--- config.mk ---
export PLATFORM = sky130hd
export DESIGN_NAME = drum_patch
export DESIGN_NICKNAME = d
export VERILOG_FILES = /design/src/rtl/drum_pkg.sv /design/src/rtl/drum_patch.sv /design/src/rtl/host_port.sv /design/src/rtl/node_plane_ram.sv /design/src/rtl/node_update.sv /design/src/rtl/plane_arbiter.sv /design/src/rtl/sweep_engine.sv
export VERILOG_INCLUDE_DIRS = /design/src /design/src/rtl
export SDC_FILE = /design/constraint.sdc
export NUM_CORES = 2
export LEC_CHECK = 0
export BUFFER_PORTS_ARGS = -buffer_cell sky130_fd_sc_hd__buf_2
export CAP_MARGIN = 20
export CORE_ASPECT_RATIO = 1.4
export CORE_MARGIN = 2
export CORE_UTILIZATION = 35
export DETAILED_ROUTE_END_ITERATION = 7
export GPL_TIMING_DRIVEN = 0
export PLACE_DENSITY_LB_ADDON = 0.08
export SYNTH_ARGS = -nofsm -noshare
export SYNTH_HDL_FRONTEND = slang
export SYNTH_SLANG_ARGS = --single-unit
export TNS_END_PERCENT = 30
--- constraint.sdc ---
create_clock -name clock -period 16.45 [get_ports clock]
set_input_delay 1.645 -clock clock [delete_from_list [all_inputs] [get_ports clock]]
set_output_delay 1.645 -clock clock [all_outputs]
set_load 0.05 [all_outputs]
--- src/rtl/drum_settings.svh ---
`ifndef DRUM_SETTINGS_SVH
`define DRUM_SETTINGS_SVH

// displacement word, signed fixed point
`define DRUM_NODE_W 18

// rho is scaled by 2^DRUM_FRAC_BITS
`define DRUM_FRAC_BITS 17

// patch geometry
`define DRUM_GRID 4
`define DRUM_NODES 16

// node address is row * DRUM_GRID + col
`define DRUM_ADDR_W 4

// prev, cur and next time steps
`define DRUM_PLANES 3

`endif

--- src/rtl/drum_pkg.sv ---
`include "drum_settings.svh"

package drum_pkg;

	typedef logic signed [`DRUM_NODE_W-1:0] node_t;	// displacement value

	typedef logic [`DRUM_ADDR_W-1:0] node_addr_t;	// row * grid + col

	// logical role of a plane, mapped to a physical plane by the arbiter
	typedef enum logic [1:0] {
		role_prev = 2'd0,
		role_cur  = 2'd1,
		role_next = 2'd2
	} plane_role_e;

	// one memory request from a peer
	typedef struct packed {
		logic        req;	// held until granted
		logic        we;
		plane_role_e role;
		node_addr_t  addr;
		node_t       wdata;
	} mem_req_t;

	typedef enum logic [2:0] {
		idle,
		read_prev,
		read_cur,
		read_nbr,	// right, left, up, down in turn
		compute,	// last operand lands here
		write_next,
		rotate		// roles advance
	} engine_state_e;

endpackage

--- src/rtl/drum_patch.sv ---
`timescale 1ns/100ps

module drum_patch
	import drum_pkg::*;
(
	input  logic        clock,
	input  logic        reset,
	input  logic        run,
	input  node_t       rho,
	input  logic        host_we,
	input  logic        host_re,
	input  plane_role_e host_role,
	input  node_addr_t  host_addr,
	input  node_t       host_wdata,
	output logic        host_rvalid,
	output node_t       host_rdata,
	output logic        sweep_done,
	output logic        busy
);

	mem_req_t   host_req;
	mem_req_t   eng_req;
	logic       host_grant;
	logic       eng_grant;
	logic       rotate;
	logic       host_busy;
	logic       eng_busy;
	logic       mem_we;
	logic [1:0] mem_plane;
	node_addr_t mem_addr;
	node_t      mem_wdata;
	node_t      node_rdata;	// shared by both peers

	host_port u_host_port (
		.clock       (clock),
		.reset       (reset),
		.host_we     (host_we),
		.host_re     (host_re),
		.host_role   (host_role),
		.host_addr   (host_addr),
		.host_wdata  (host_wdata),
		.grant       (host_grant),
		.node_rdata  (node_rdata),
		.req         (host_req),
		.host_rvalid (host_rvalid),
		.host_rdata  (host_rdata),
		.busy        (host_busy)
	);

	sweep_engine u_sweep_engine (
		.clock      (clock),
		.reset      (reset),
		.run        (run),
		.rho        (rho),
		.grant      (eng_grant),
		.node_rdata (node_rdata),
		.req        (eng_req),
		.rotate     (rotate),
		.sweep_done (sweep_done),
		.busy       (eng_busy)
	);

	plane_arbiter u_plane_arbiter (
		.clock      (clock),
		.reset      (reset),
		.host_req   (host_req),
		.eng_req    (eng_req),
		.rotate     (rotate),
		.host_grant (host_grant),
		.eng_grant  (eng_grant),
		.mem_we     (mem_we),
		.mem_plane  (mem_plane),
		.mem_addr   (mem_addr),
		.mem_wdata  (mem_wdata)
	);

	node_plane_ram u_node_plane_ram (
		.clock (clock),
		.we    (mem_we),
		.plane (mem_plane),
		.addr  (mem_addr),
		.wdata (mem_wdata),
		.rdata (node_rdata)
	);

	assign busy = host_busy | eng_busy;

endmodule

--- src/rtl/host_port.sv ---
`timescale 1ns/100ps

module host_port
	import drum_pkg::*;
(
	input  logic        clock,
	input  logic        reset,
	input  logic        host_we,
	input  logic        host_re,
	input  plane_role_e host_role,
	input  node_addr_t  host_addr,
	input  node_t       host_wdata,
	input  logic        grant,
	input  node_t       node_rdata,
	output mem_req_t    req,
	output logic        host_rvalid,
	output node_t       host_rdata,
	output logic        busy
);

	logic     strobe;
	logic     pend_q;	// request waiting for grant
	mem_req_t hold_q;	// fields of the waiting request
	logic     ret_q;	// granted read, data due now

	assign strobe = host_we | host_re;

	// a strobe is presented in its own cycle, then held
	always_comb begin
		if (strobe) begin
			req.req   = 1'b1;
			req.we    = host_we;
			req.role  = host_role;
			req.addr  = host_addr;
			req.wdata = host_wdata;
		end else begin
			req     = hold_q;
			req.req = pend_q;
		end
	end

	always_ff @(posedge clock) begin
		if (!reset) begin
			pend_q      <= 1'b0;
			ret_q       <= 1'b0;
			host_rvalid <= 1'b0;
		end else begin
			pend_q      <= req.req & ~grant;
			ret_q       <= req.req & grant & ~req.we;
			host_rvalid <= ret_q;
		end
	end

	always_ff @(posedge clock) begin
		if (strobe) begin
			hold_q <= req;
		end
		if (ret_q) begin
			host_rdata <= node_rdata;	// ram output one cycle after grant
		end
	end

	assign busy = req.req | ret_q;

endmodule

--- src/rtl/node_plane_ram.sv ---
`timescale 1ns/100ps

`include "drum_settings.svh"

module node_plane_ram
	import drum_pkg::*;
(
	input  logic       clock,
	input  logic       we,
	input  logic [1:0] plane,
	input  node_addr_t addr,
	input  node_t      wdata,
	output node_t      rdata
);

	localparam int DEPTH = `DRUM_PLANES * `DRUM_NODES;

	node_t mem [DEPTH];	// three planes back to back
	logic [$clog2(DEPTH)-1:0] idx;

	// each plane occupies one block of DRUM_NODES words
	assign idx = {plane, addr};

	always_ff @(posedge clock) begin
		if (we) begin
			mem[idx] <= wdata;
		end
	end

	// registered read, left alone during a write
	always_ff @(posedge clock) begin
		if (!we) begin
			rdata <= mem[idx];
		end
	end

endmodule

--- src/rtl/node_update.sv ---
`timescale 1ns/100ps

`include "drum_settings.svh"

module node_update (
	input  drum_pkg::node_t u_prev,
	input  drum_pkg::node_t u_cur,
	input  drum_pkg::node_t u_right,
	input  drum_pkg::node_t u_left,
	input  drum_pkg::node_t u_up,
	input  drum_pkg::node_t u_down,
	input  drum_pkg::node_t rho,
	output drum_pkg::node_t u_next
);

	localparam int LAP_W  = `DRUM_NODE_W + 3;	// four neighbours plus 4 * u_cur
	localparam int PROD_W = LAP_W + `DRUM_NODE_W;
	localparam int SUM_W  = PROD_W + 2;

	localparam logic signed [SUM_W-1:0] NODE_MAX = SUM_W'((2 ** (`DRUM_NODE_W - 1)) - 1);
	localparam logic signed [SUM_W-1:0] NODE_MIN = -SUM_W'(2 ** (`DRUM_NODE_W - 1));

	logic signed [LAP_W-1:0]  lap;
	logic signed [PROD_W-1:0] prod;
	logic signed [SUM_W-1:0]  total;

	always_comb begin
		lap   = u_right + u_left + u_up + u_down - (u_cur <<< 2);
		prod  = lap * rho;	// full width, no rounding
		total = (prod >>> `DRUM_FRAC_BITS) + (u_cur <<< 1) - u_prev;

		// clip to the node range
		if (total > NODE_MAX) begin
			u_next = NODE_MAX[`DRUM_NODE_W-1:0];
		end else if (total < NODE_MIN) begin
			u_next = NODE_MIN[`DRUM_NODE_W-1:0];
		end else begin
			u_next = total[`DRUM_NODE_W-1:0];
		end
	end

endmodule

--- src/rtl/plane_arbiter.sv ---
`timescale 1ns/100ps

`include "drum_settings.svh"

module plane_arbiter
	import drum_pkg::*;
(
	input  logic       clock,
	input  logic       reset,
	input  mem_req_t   host_req,
	input  mem_req_t   eng_req,
	input  logic       rotate,
	output logic       host_grant,
	output logic       eng_grant,
	output logic       mem_we,
	output logic [1:0] mem_plane,
	output node_addr_t mem_addr,
	output node_t      mem_wdata
);

	logic [1:0] rot_q;	// 0 .. planes-1
	mem_req_t   win;
	logic [2:0] plane_sum;

	// host has fixed priority, engine waits
	assign host_grant = host_req.req;
	assign eng_grant  = eng_req.req & ~host_req.req;

	assign win = host_req.req ? host_req : eng_req;

	always_ff @(posedge clock) begin
		if (!reset) begin
			rot_q <= '0;
		end else if (rotate) begin
			rot_q <= (rot_q == 2'(`DRUM_PLANES - 1)) ? 2'd0 : rot_q + 2'd1;
		end
	end

	// physical plane = (role + rotation) mod planes
	always_comb begin
		plane_sum = {1'b0, win.role} + {1'b0, rot_q};
		if (plane_sum >= 3'(`DRUM_PLANES)) begin
			plane_sum = plane_sum - 3'(`DRUM_PLANES);
		end
		mem_plane = plane_sum[1:0];
	end

	assign mem_we    = win.req & win.we;
	assign mem_addr  = win.addr;
	assign mem_wdata = win.wdata;

endmodule

--- src/rtl/sweep_engine.sv ---
`timescale 1ns/100ps

`include "drum_settings.svh"

module sweep_engine
	import drum_pkg::*;
(
	input  logic     clock,
	input  logic     reset,
	input  logic     run,
	input  node_t    rho,
	input  logic     grant,
	input  node_t    node_rdata,
	output mem_req_t req,
	output logic     rotate,
	output logic     sweep_done,
	output logic     busy
);

	engine_state_e state_q;
	node_addr_t    node_q;		// node being updated
	logic [3:0]    nbr_todo_q;	// neighbours still to read
	logic          cap_pend_q;	// read data arrives this cycle
	logic [2:0]    cap_sel_q;	// 0 prev, 1 cur, 2.. neighbours
	node_t         prev_q;
	node_t         cur_q;
	node_t         nbr_q [4];	// right, left, up, down
	node_t         u_next;

	node_addr_t row;
	node_addr_t col;
	logic [3:0] nbr_ok;
	logic [1:0] nbr_idx;
	logic       last_nbr;
	node_addr_t nbr_addr;

	// neighbours outside the patch are skipped and stay zero
	always_comb begin
		row       = node_addr_t'(node_q / `DRUM_GRID);
		col       = node_addr_t'(node_q % `DRUM_GRID);
		nbr_ok[0] = (col != node_addr_t'(`DRUM_GRID - 1));
		nbr_ok[1] = (col != '0);
		nbr_ok[2] = (row != '0);
		nbr_ok[3] = (row != node_addr_t'(`DRUM_GRID - 1));
	end

	// lowest pending neighbour goes first
	always_comb begin
		nbr_idx = '0;
		for (int i = 3; i >= 0; i--) begin
			if (nbr_todo_q[i]) begin
				nbr_idx = 2'(i);
			end
		end
		last_nbr = (nbr_todo_q & ~(4'b0001 << nbr_idx)) == '0;
	end

	always_comb begin
		case (nbr_idx)
			2'd0:    nbr_addr = node_q + 1'b1;
			2'd1:    nbr_addr = node_q - 1'b1;
			2'd2:    nbr_addr = node_q - node_addr_t'(`DRUM_GRID);
			default: nbr_addr = node_q + node_addr_t'(`DRUM_GRID);
		endcase
	end

	always_comb begin
		req       = '0;
		req.role  = role_prev;
		req.addr  = node_q;
		req.wdata = u_next;
		case (state_q)
			read_prev: req.req = 1'b1;
			read_cur: begin
				req.req  = 1'b1;
				req.role = role_cur;
			end
			read_nbr: begin
				req.req  = 1'b1;
				req.role = role_cur;	// neighbours from the current plane
				req.addr = nbr_addr;
			end
			write_next: begin
				req.req  = 1'b1;
				req.we   = 1'b1;
				req.role = role_next;
			end
			default: ;
		endcase
	end

	always_ff @(posedge clock) begin
		if (!reset) begin
			state_q    <= idle;
			node_q     <= '0;
			nbr_todo_q <= '0;
			cap_pend_q <= 1'b0;
			sweep_done <= 1'b0;
		end else begin
			cap_pend_q <= grant && (state_q == read_prev || state_q == read_cur ||
				state_q == read_nbr);
			sweep_done <= (state_q == drum_pkg::rotate);	// one cycle after rotate
			case (state_q)
				idle: begin
					if (run) begin
						node_q  <= '0;
						state_q <= read_prev;
					end
				end
				read_prev: begin
					if (grant) begin
						state_q <= read_cur;
					end
				end
				read_cur: begin
					if (grant) begin
						nbr_todo_q <= nbr_ok;
						state_q    <= (nbr_ok == '0) ? compute : read_nbr;
					end
				end
				read_nbr: begin
					if (grant) begin
						nbr_todo_q[nbr_idx] <= 1'b0;
						if (last_nbr) begin
							state_q <= compute;
						end
					end
				end
				compute: state_q <= write_next;
				write_next: begin
					if (grant) begin
						if (node_q == node_addr_t'(`DRUM_NODES - 1)) begin
							state_q <= drum_pkg::rotate;
						end else begin
							node_q  <= node_q + 1'b1;
							state_q <= read_prev;
						end
					end
				end
				drum_pkg::rotate: state_q <= idle;
				default: state_q <= idle;
			endcase
		end
	end

	// operand capture, next read goes out in the same cycle
	always_ff @(posedge clock) begin
		if (grant) begin
			case (state_q)
				read_prev: cap_sel_q <= 3'd0;
				read_cur:  cap_sel_q <= 3'd1;
				read_nbr:  cap_sel_q <= 3'd2 + nbr_idx;
				default: ;
			endcase
		end
		if (state_q == read_prev && grant) begin
			for (int i = 0; i < 4; i++) begin
				nbr_q[i] <= '0;	// clamped rim
			end
		end
		if (cap_pend_q) begin
			case (cap_sel_q)
				3'd0:    prev_q <= node_rdata;
				3'd1:    cur_q  <= node_rdata;
				default: nbr_q[2'(cap_sel_q - 3'd2)] <= node_rdata;
			endcase
		end
	end

	node_update u_node_update (
		.u_prev  (prev_q),
		.u_cur   (cur_q),
		.u_right (nbr_q[0]),
		.u_left  (nbr_q[1]),
		.u_up    (nbr_q[2]),
		.u_down  (nbr_q[3]),
		.rho     (rho),
		.u_next  (u_next)
	);

	assign rotate = (state_q == drum_pkg::rotate);
	assign busy   = (state_q != idle);

endmodule
==> results.py <==
metrics = {
    "logic_synthesis": {
        "ys_warn_count": 0,
        "ys_types": 86,
        "syn-num-nets": 5066,
        "synthCells": 4419,
        "yosys-top-cells-area": "edfxtp_1, fa_1, inv_1",
        "synth_top_area_cell": "edfxtp_1",
        "synth_edf_count": 1011,
        "ys.flop_type": "edfxtp_1",
        "synth.avg_cell_area_um2": 13.0,
        "synth_area_mm2": 0.0573,
        "ys_ff_latch": 1028,
        "async_reset_ff_frac": 0,
        "seq_area_frac_synth": 0.535,
        "yosys.area.top_type_share": 0.529,
    },
    "sta": {
        "worst_slew_pin_slew_ps": 1250,
        "setup-violations-final": 0,
        "finalHoldViolations": 0,
        "holdWs_ps": 541,
        "clock.fmax_mhz": 63.0,
        "maxSlewHeadroom": 0.164,
        "rsz0062_at_grt": "yes",
        "tns_ps": 0,
        "drv_slew": 0,
        "fin_crit_ps": 15870,
        "finalCritPeriodShare": 0.965,
        "skew_ps": 50.5,
    },
    "die": {
        "die_h_um": 483,
        "placement_rows": 175,
        "die_area_mm2": 0.167,
        "die_x_um": 346,
        "initial_utilization": 0.352,
        "core_area_mm2": 0.163,
        "io_pins": 68,
    },
    "setup_path": {
        "ff2ff_path_depth": 50,
        "cp_max_fo": 36,
        "max_stage_delay_ps": 660,
        "critPathRequiredTime_ps": 17010,
        "crit_slowest_cell": "a21oi_4",
        "crit_cells": 50,
        "startpoint_type": "flop",
        "arrival_ps": 16440,
        "crit_top_cell": "fa_1",
        "crit_type": "flop to flop",
        "end_kind": "flop",
        "cp.buffers_inverters": 12,
        "crit_family": "adder cells",
    },
    "route": {
        "ant_nets": 0,
        "wl_mm": 236,
        "firstDrtPassIters": 6,
        "wl_per_cell_um": 34.1,
        "vias": 38509,
        "drtIter0Drc": 3990,
        "avgViaCountPerCell": 5.57,
        "drcViolationCount": 0,
    },
    "outcome": {
        "status": "completed",
    },
    "global_route": {
        "grt_pass1_vias": 39669,
        "grt_pass1_wl_mm": 323,
        "grt_overflow": 0,
        "track_usage": 0.281,
        "grt_max_degree": 39,
        "antenna_found_initial": 15,
    },
    "cts": {
        "clock_path_buffers": 3,
        "cts_htree_levels": 3,
        "cts_tree": "built",
        "cts_root_buf": "clkbuf_16",
        "cts.sinks": 1028,
        "cts_inserted_buffers": 106,
        "clk_latency_ps": 740,
        "clk_pin_slew_ps": 60,
        "cts_hold_buffers": 0,
    },
    "flow_run": {
        "drv_cap": 0,
    },
    "finish": {
        "syn2layout_area_growth_pct": 15.5,
        "drive_gt1_frac": 0.124,
        "nets": 5349,
    },
    "placed_design": {
        "gp_congestion": 0.930,
        "port_buffers": 67,
        "dp_hpwl_mm": 174,
    },
    "hold_path": {
        "hold_class": "flop to flop",
        "hold_depth": 2,
    },
}
## worst min-delay path, cell delays in order (launching register included)
cell     delay, ps
dfxtp_1        330
a21oi_1        120
nor2_1          40
## state kept, by name, indices dropped and copies added (netlist names)
name                       count
u_sweep_engine.cap_sel_q       3
u_sweep_engine.state_q         3
u_sweep_engine.sweep_done      1
u_sweep_engine.cap_pend_q      1
u_sweep_engine.node_q          4
u_sweep_engine.prev_q         18
u_sweep_engine.cur_q          18
u_node_plane_ram.mem         864
u_sweep_engine.nbr_q          72
u_plane_arbiter.rot_q          2
u_node_plane_ram.rdata        18
u_sweep_engine.nbr_todo_q      4
u_host_port.host_rvalid        1
u_host_port.host_rdata        18
u_host_port.ret_q              1
## cell usage in the layout, fill, tap and decap left out, types with 24 or more instances in the layout
cell,instances
a31oi_1,24
o22ai_1,24
and2_1,241
nor2_4,48
xnor2_1,52
ha_1,151
a21o_1,24
mux2i_1,101
nand3_1,61
buf_16,33
buf_2,146
o21ai_0,72
buf_12,29
edfxtp_1,1011
clkbuf_16,109
nand2_1,417
a221oi_1,58
nor2_1,121
buf_4,28
a22oi_1,99
fa_1,449
nor3_1,37
clkbuf_1,142
o211ai_1,27
and3_1,32
inv_1,550
mux2_2,66
o2bb2ai_1,26
a21oi_1,145
## per-stage QoR
stage                     std cells  cell area, um^2   util  setup slack [ps]
after global routing           6904            66200  0.407              -223
after detailed placement       6710            62800  0.386             -83.1
after CTS                      6896            66100  0.406               225
final                          6909            66200  0.407               577
after global placement         6610            60300  0.371             -4920
after floorplan                4419            57300      -              2770
## worst paths after layout
path | from | endpoint | slack, ps
max | u_sweep_engine.cur_q[0]$_DFFE_PP_ | u_node_plane_ram.mem[27][12]$_DFFE_PP_ | 580
min | u_plane_arbiter.rot_q[0]$_SDFFE_PN0P_ | u_plane_arbiter.rot_q[0]$_SDFFE_PN0P_ | 540
max reg2reg | u_sweep_engine.cur_q[0]$_DFFE_PP_ | u_node_plane_ram.mem[27][12]$_DFFE_PP_ | 580
min reg2reg | u_plane_arbiter.rot_q[0]$_SDFFE_PN0P_ | u_plane_arbiter.rot_q[0]$_SDFFE_PN0P_ | 540
## repair_timing
action	CTS	global route
endpoints found under the setup margin	149	357
pin swaps	2	3
resized for setup	2	6
setup buffers	0	5
cloned	1	2
## area by class of cell
cell class / count / area [um^2]
Antenna cell: 6 / 15.0
Buffer: 217 / 1000
Clock buffer: 143 / 2870
Clock inverter: 42 / 388
Fill cell: 15393 / 96400
Inverter: 551 / 2070
Multi-Input combinational cell: 2626 / 24200
Sequential cell: 1028 / 30700
Tap cell: 2124 / 2660
Timing Repair Buffer: 172 / 2300
## cells by family (layout without fill, tap and decap cells)
family / after synthesis / count (layout) / share of synthesized area
AOI/OAI and AO/OA: 704 / 707 / 0.0864
xor gates and xnor gates: 70 / 70 / 0.0108
adders and majority gates: 601 / 601 / 0.190
muxes: 174 / 174 / 0.0329
and+or+nand+nor: 1074 / 1074 / 0.0912
buffers and inverters: 768 / 1125 / 0.0535
other: 0 / 6 / 0
DFF: 1028 / 1028 / 0.535
## per-layer routing
layer / GRT usage / up-vias / share of wire
li1: - / 16118 / -
met1: 0.309 / 20167 / 0.35
met4: 0.184 / 4 / 0.078
met5: 0 / - / 0.000098
met3: 0.0360 / 589 / 0.057
met2: 0.510 / 1631 / 0.51
## cells in the mapped netlist, drive strengths merged, types with 61 or more instances
master,n
nor2,174
edfxtp,1011
mux2,68
nand2,418
buf,101
and2,241
nand3,61
ha,151
a21oi,162
inv,550
a22oi,99
clkbuf,116
o21ai,80
fa,449
mux2i,101
Power is not shown: default switching activity piles up to over one toggle a cycle in this logic, so the estimate is an artifact.
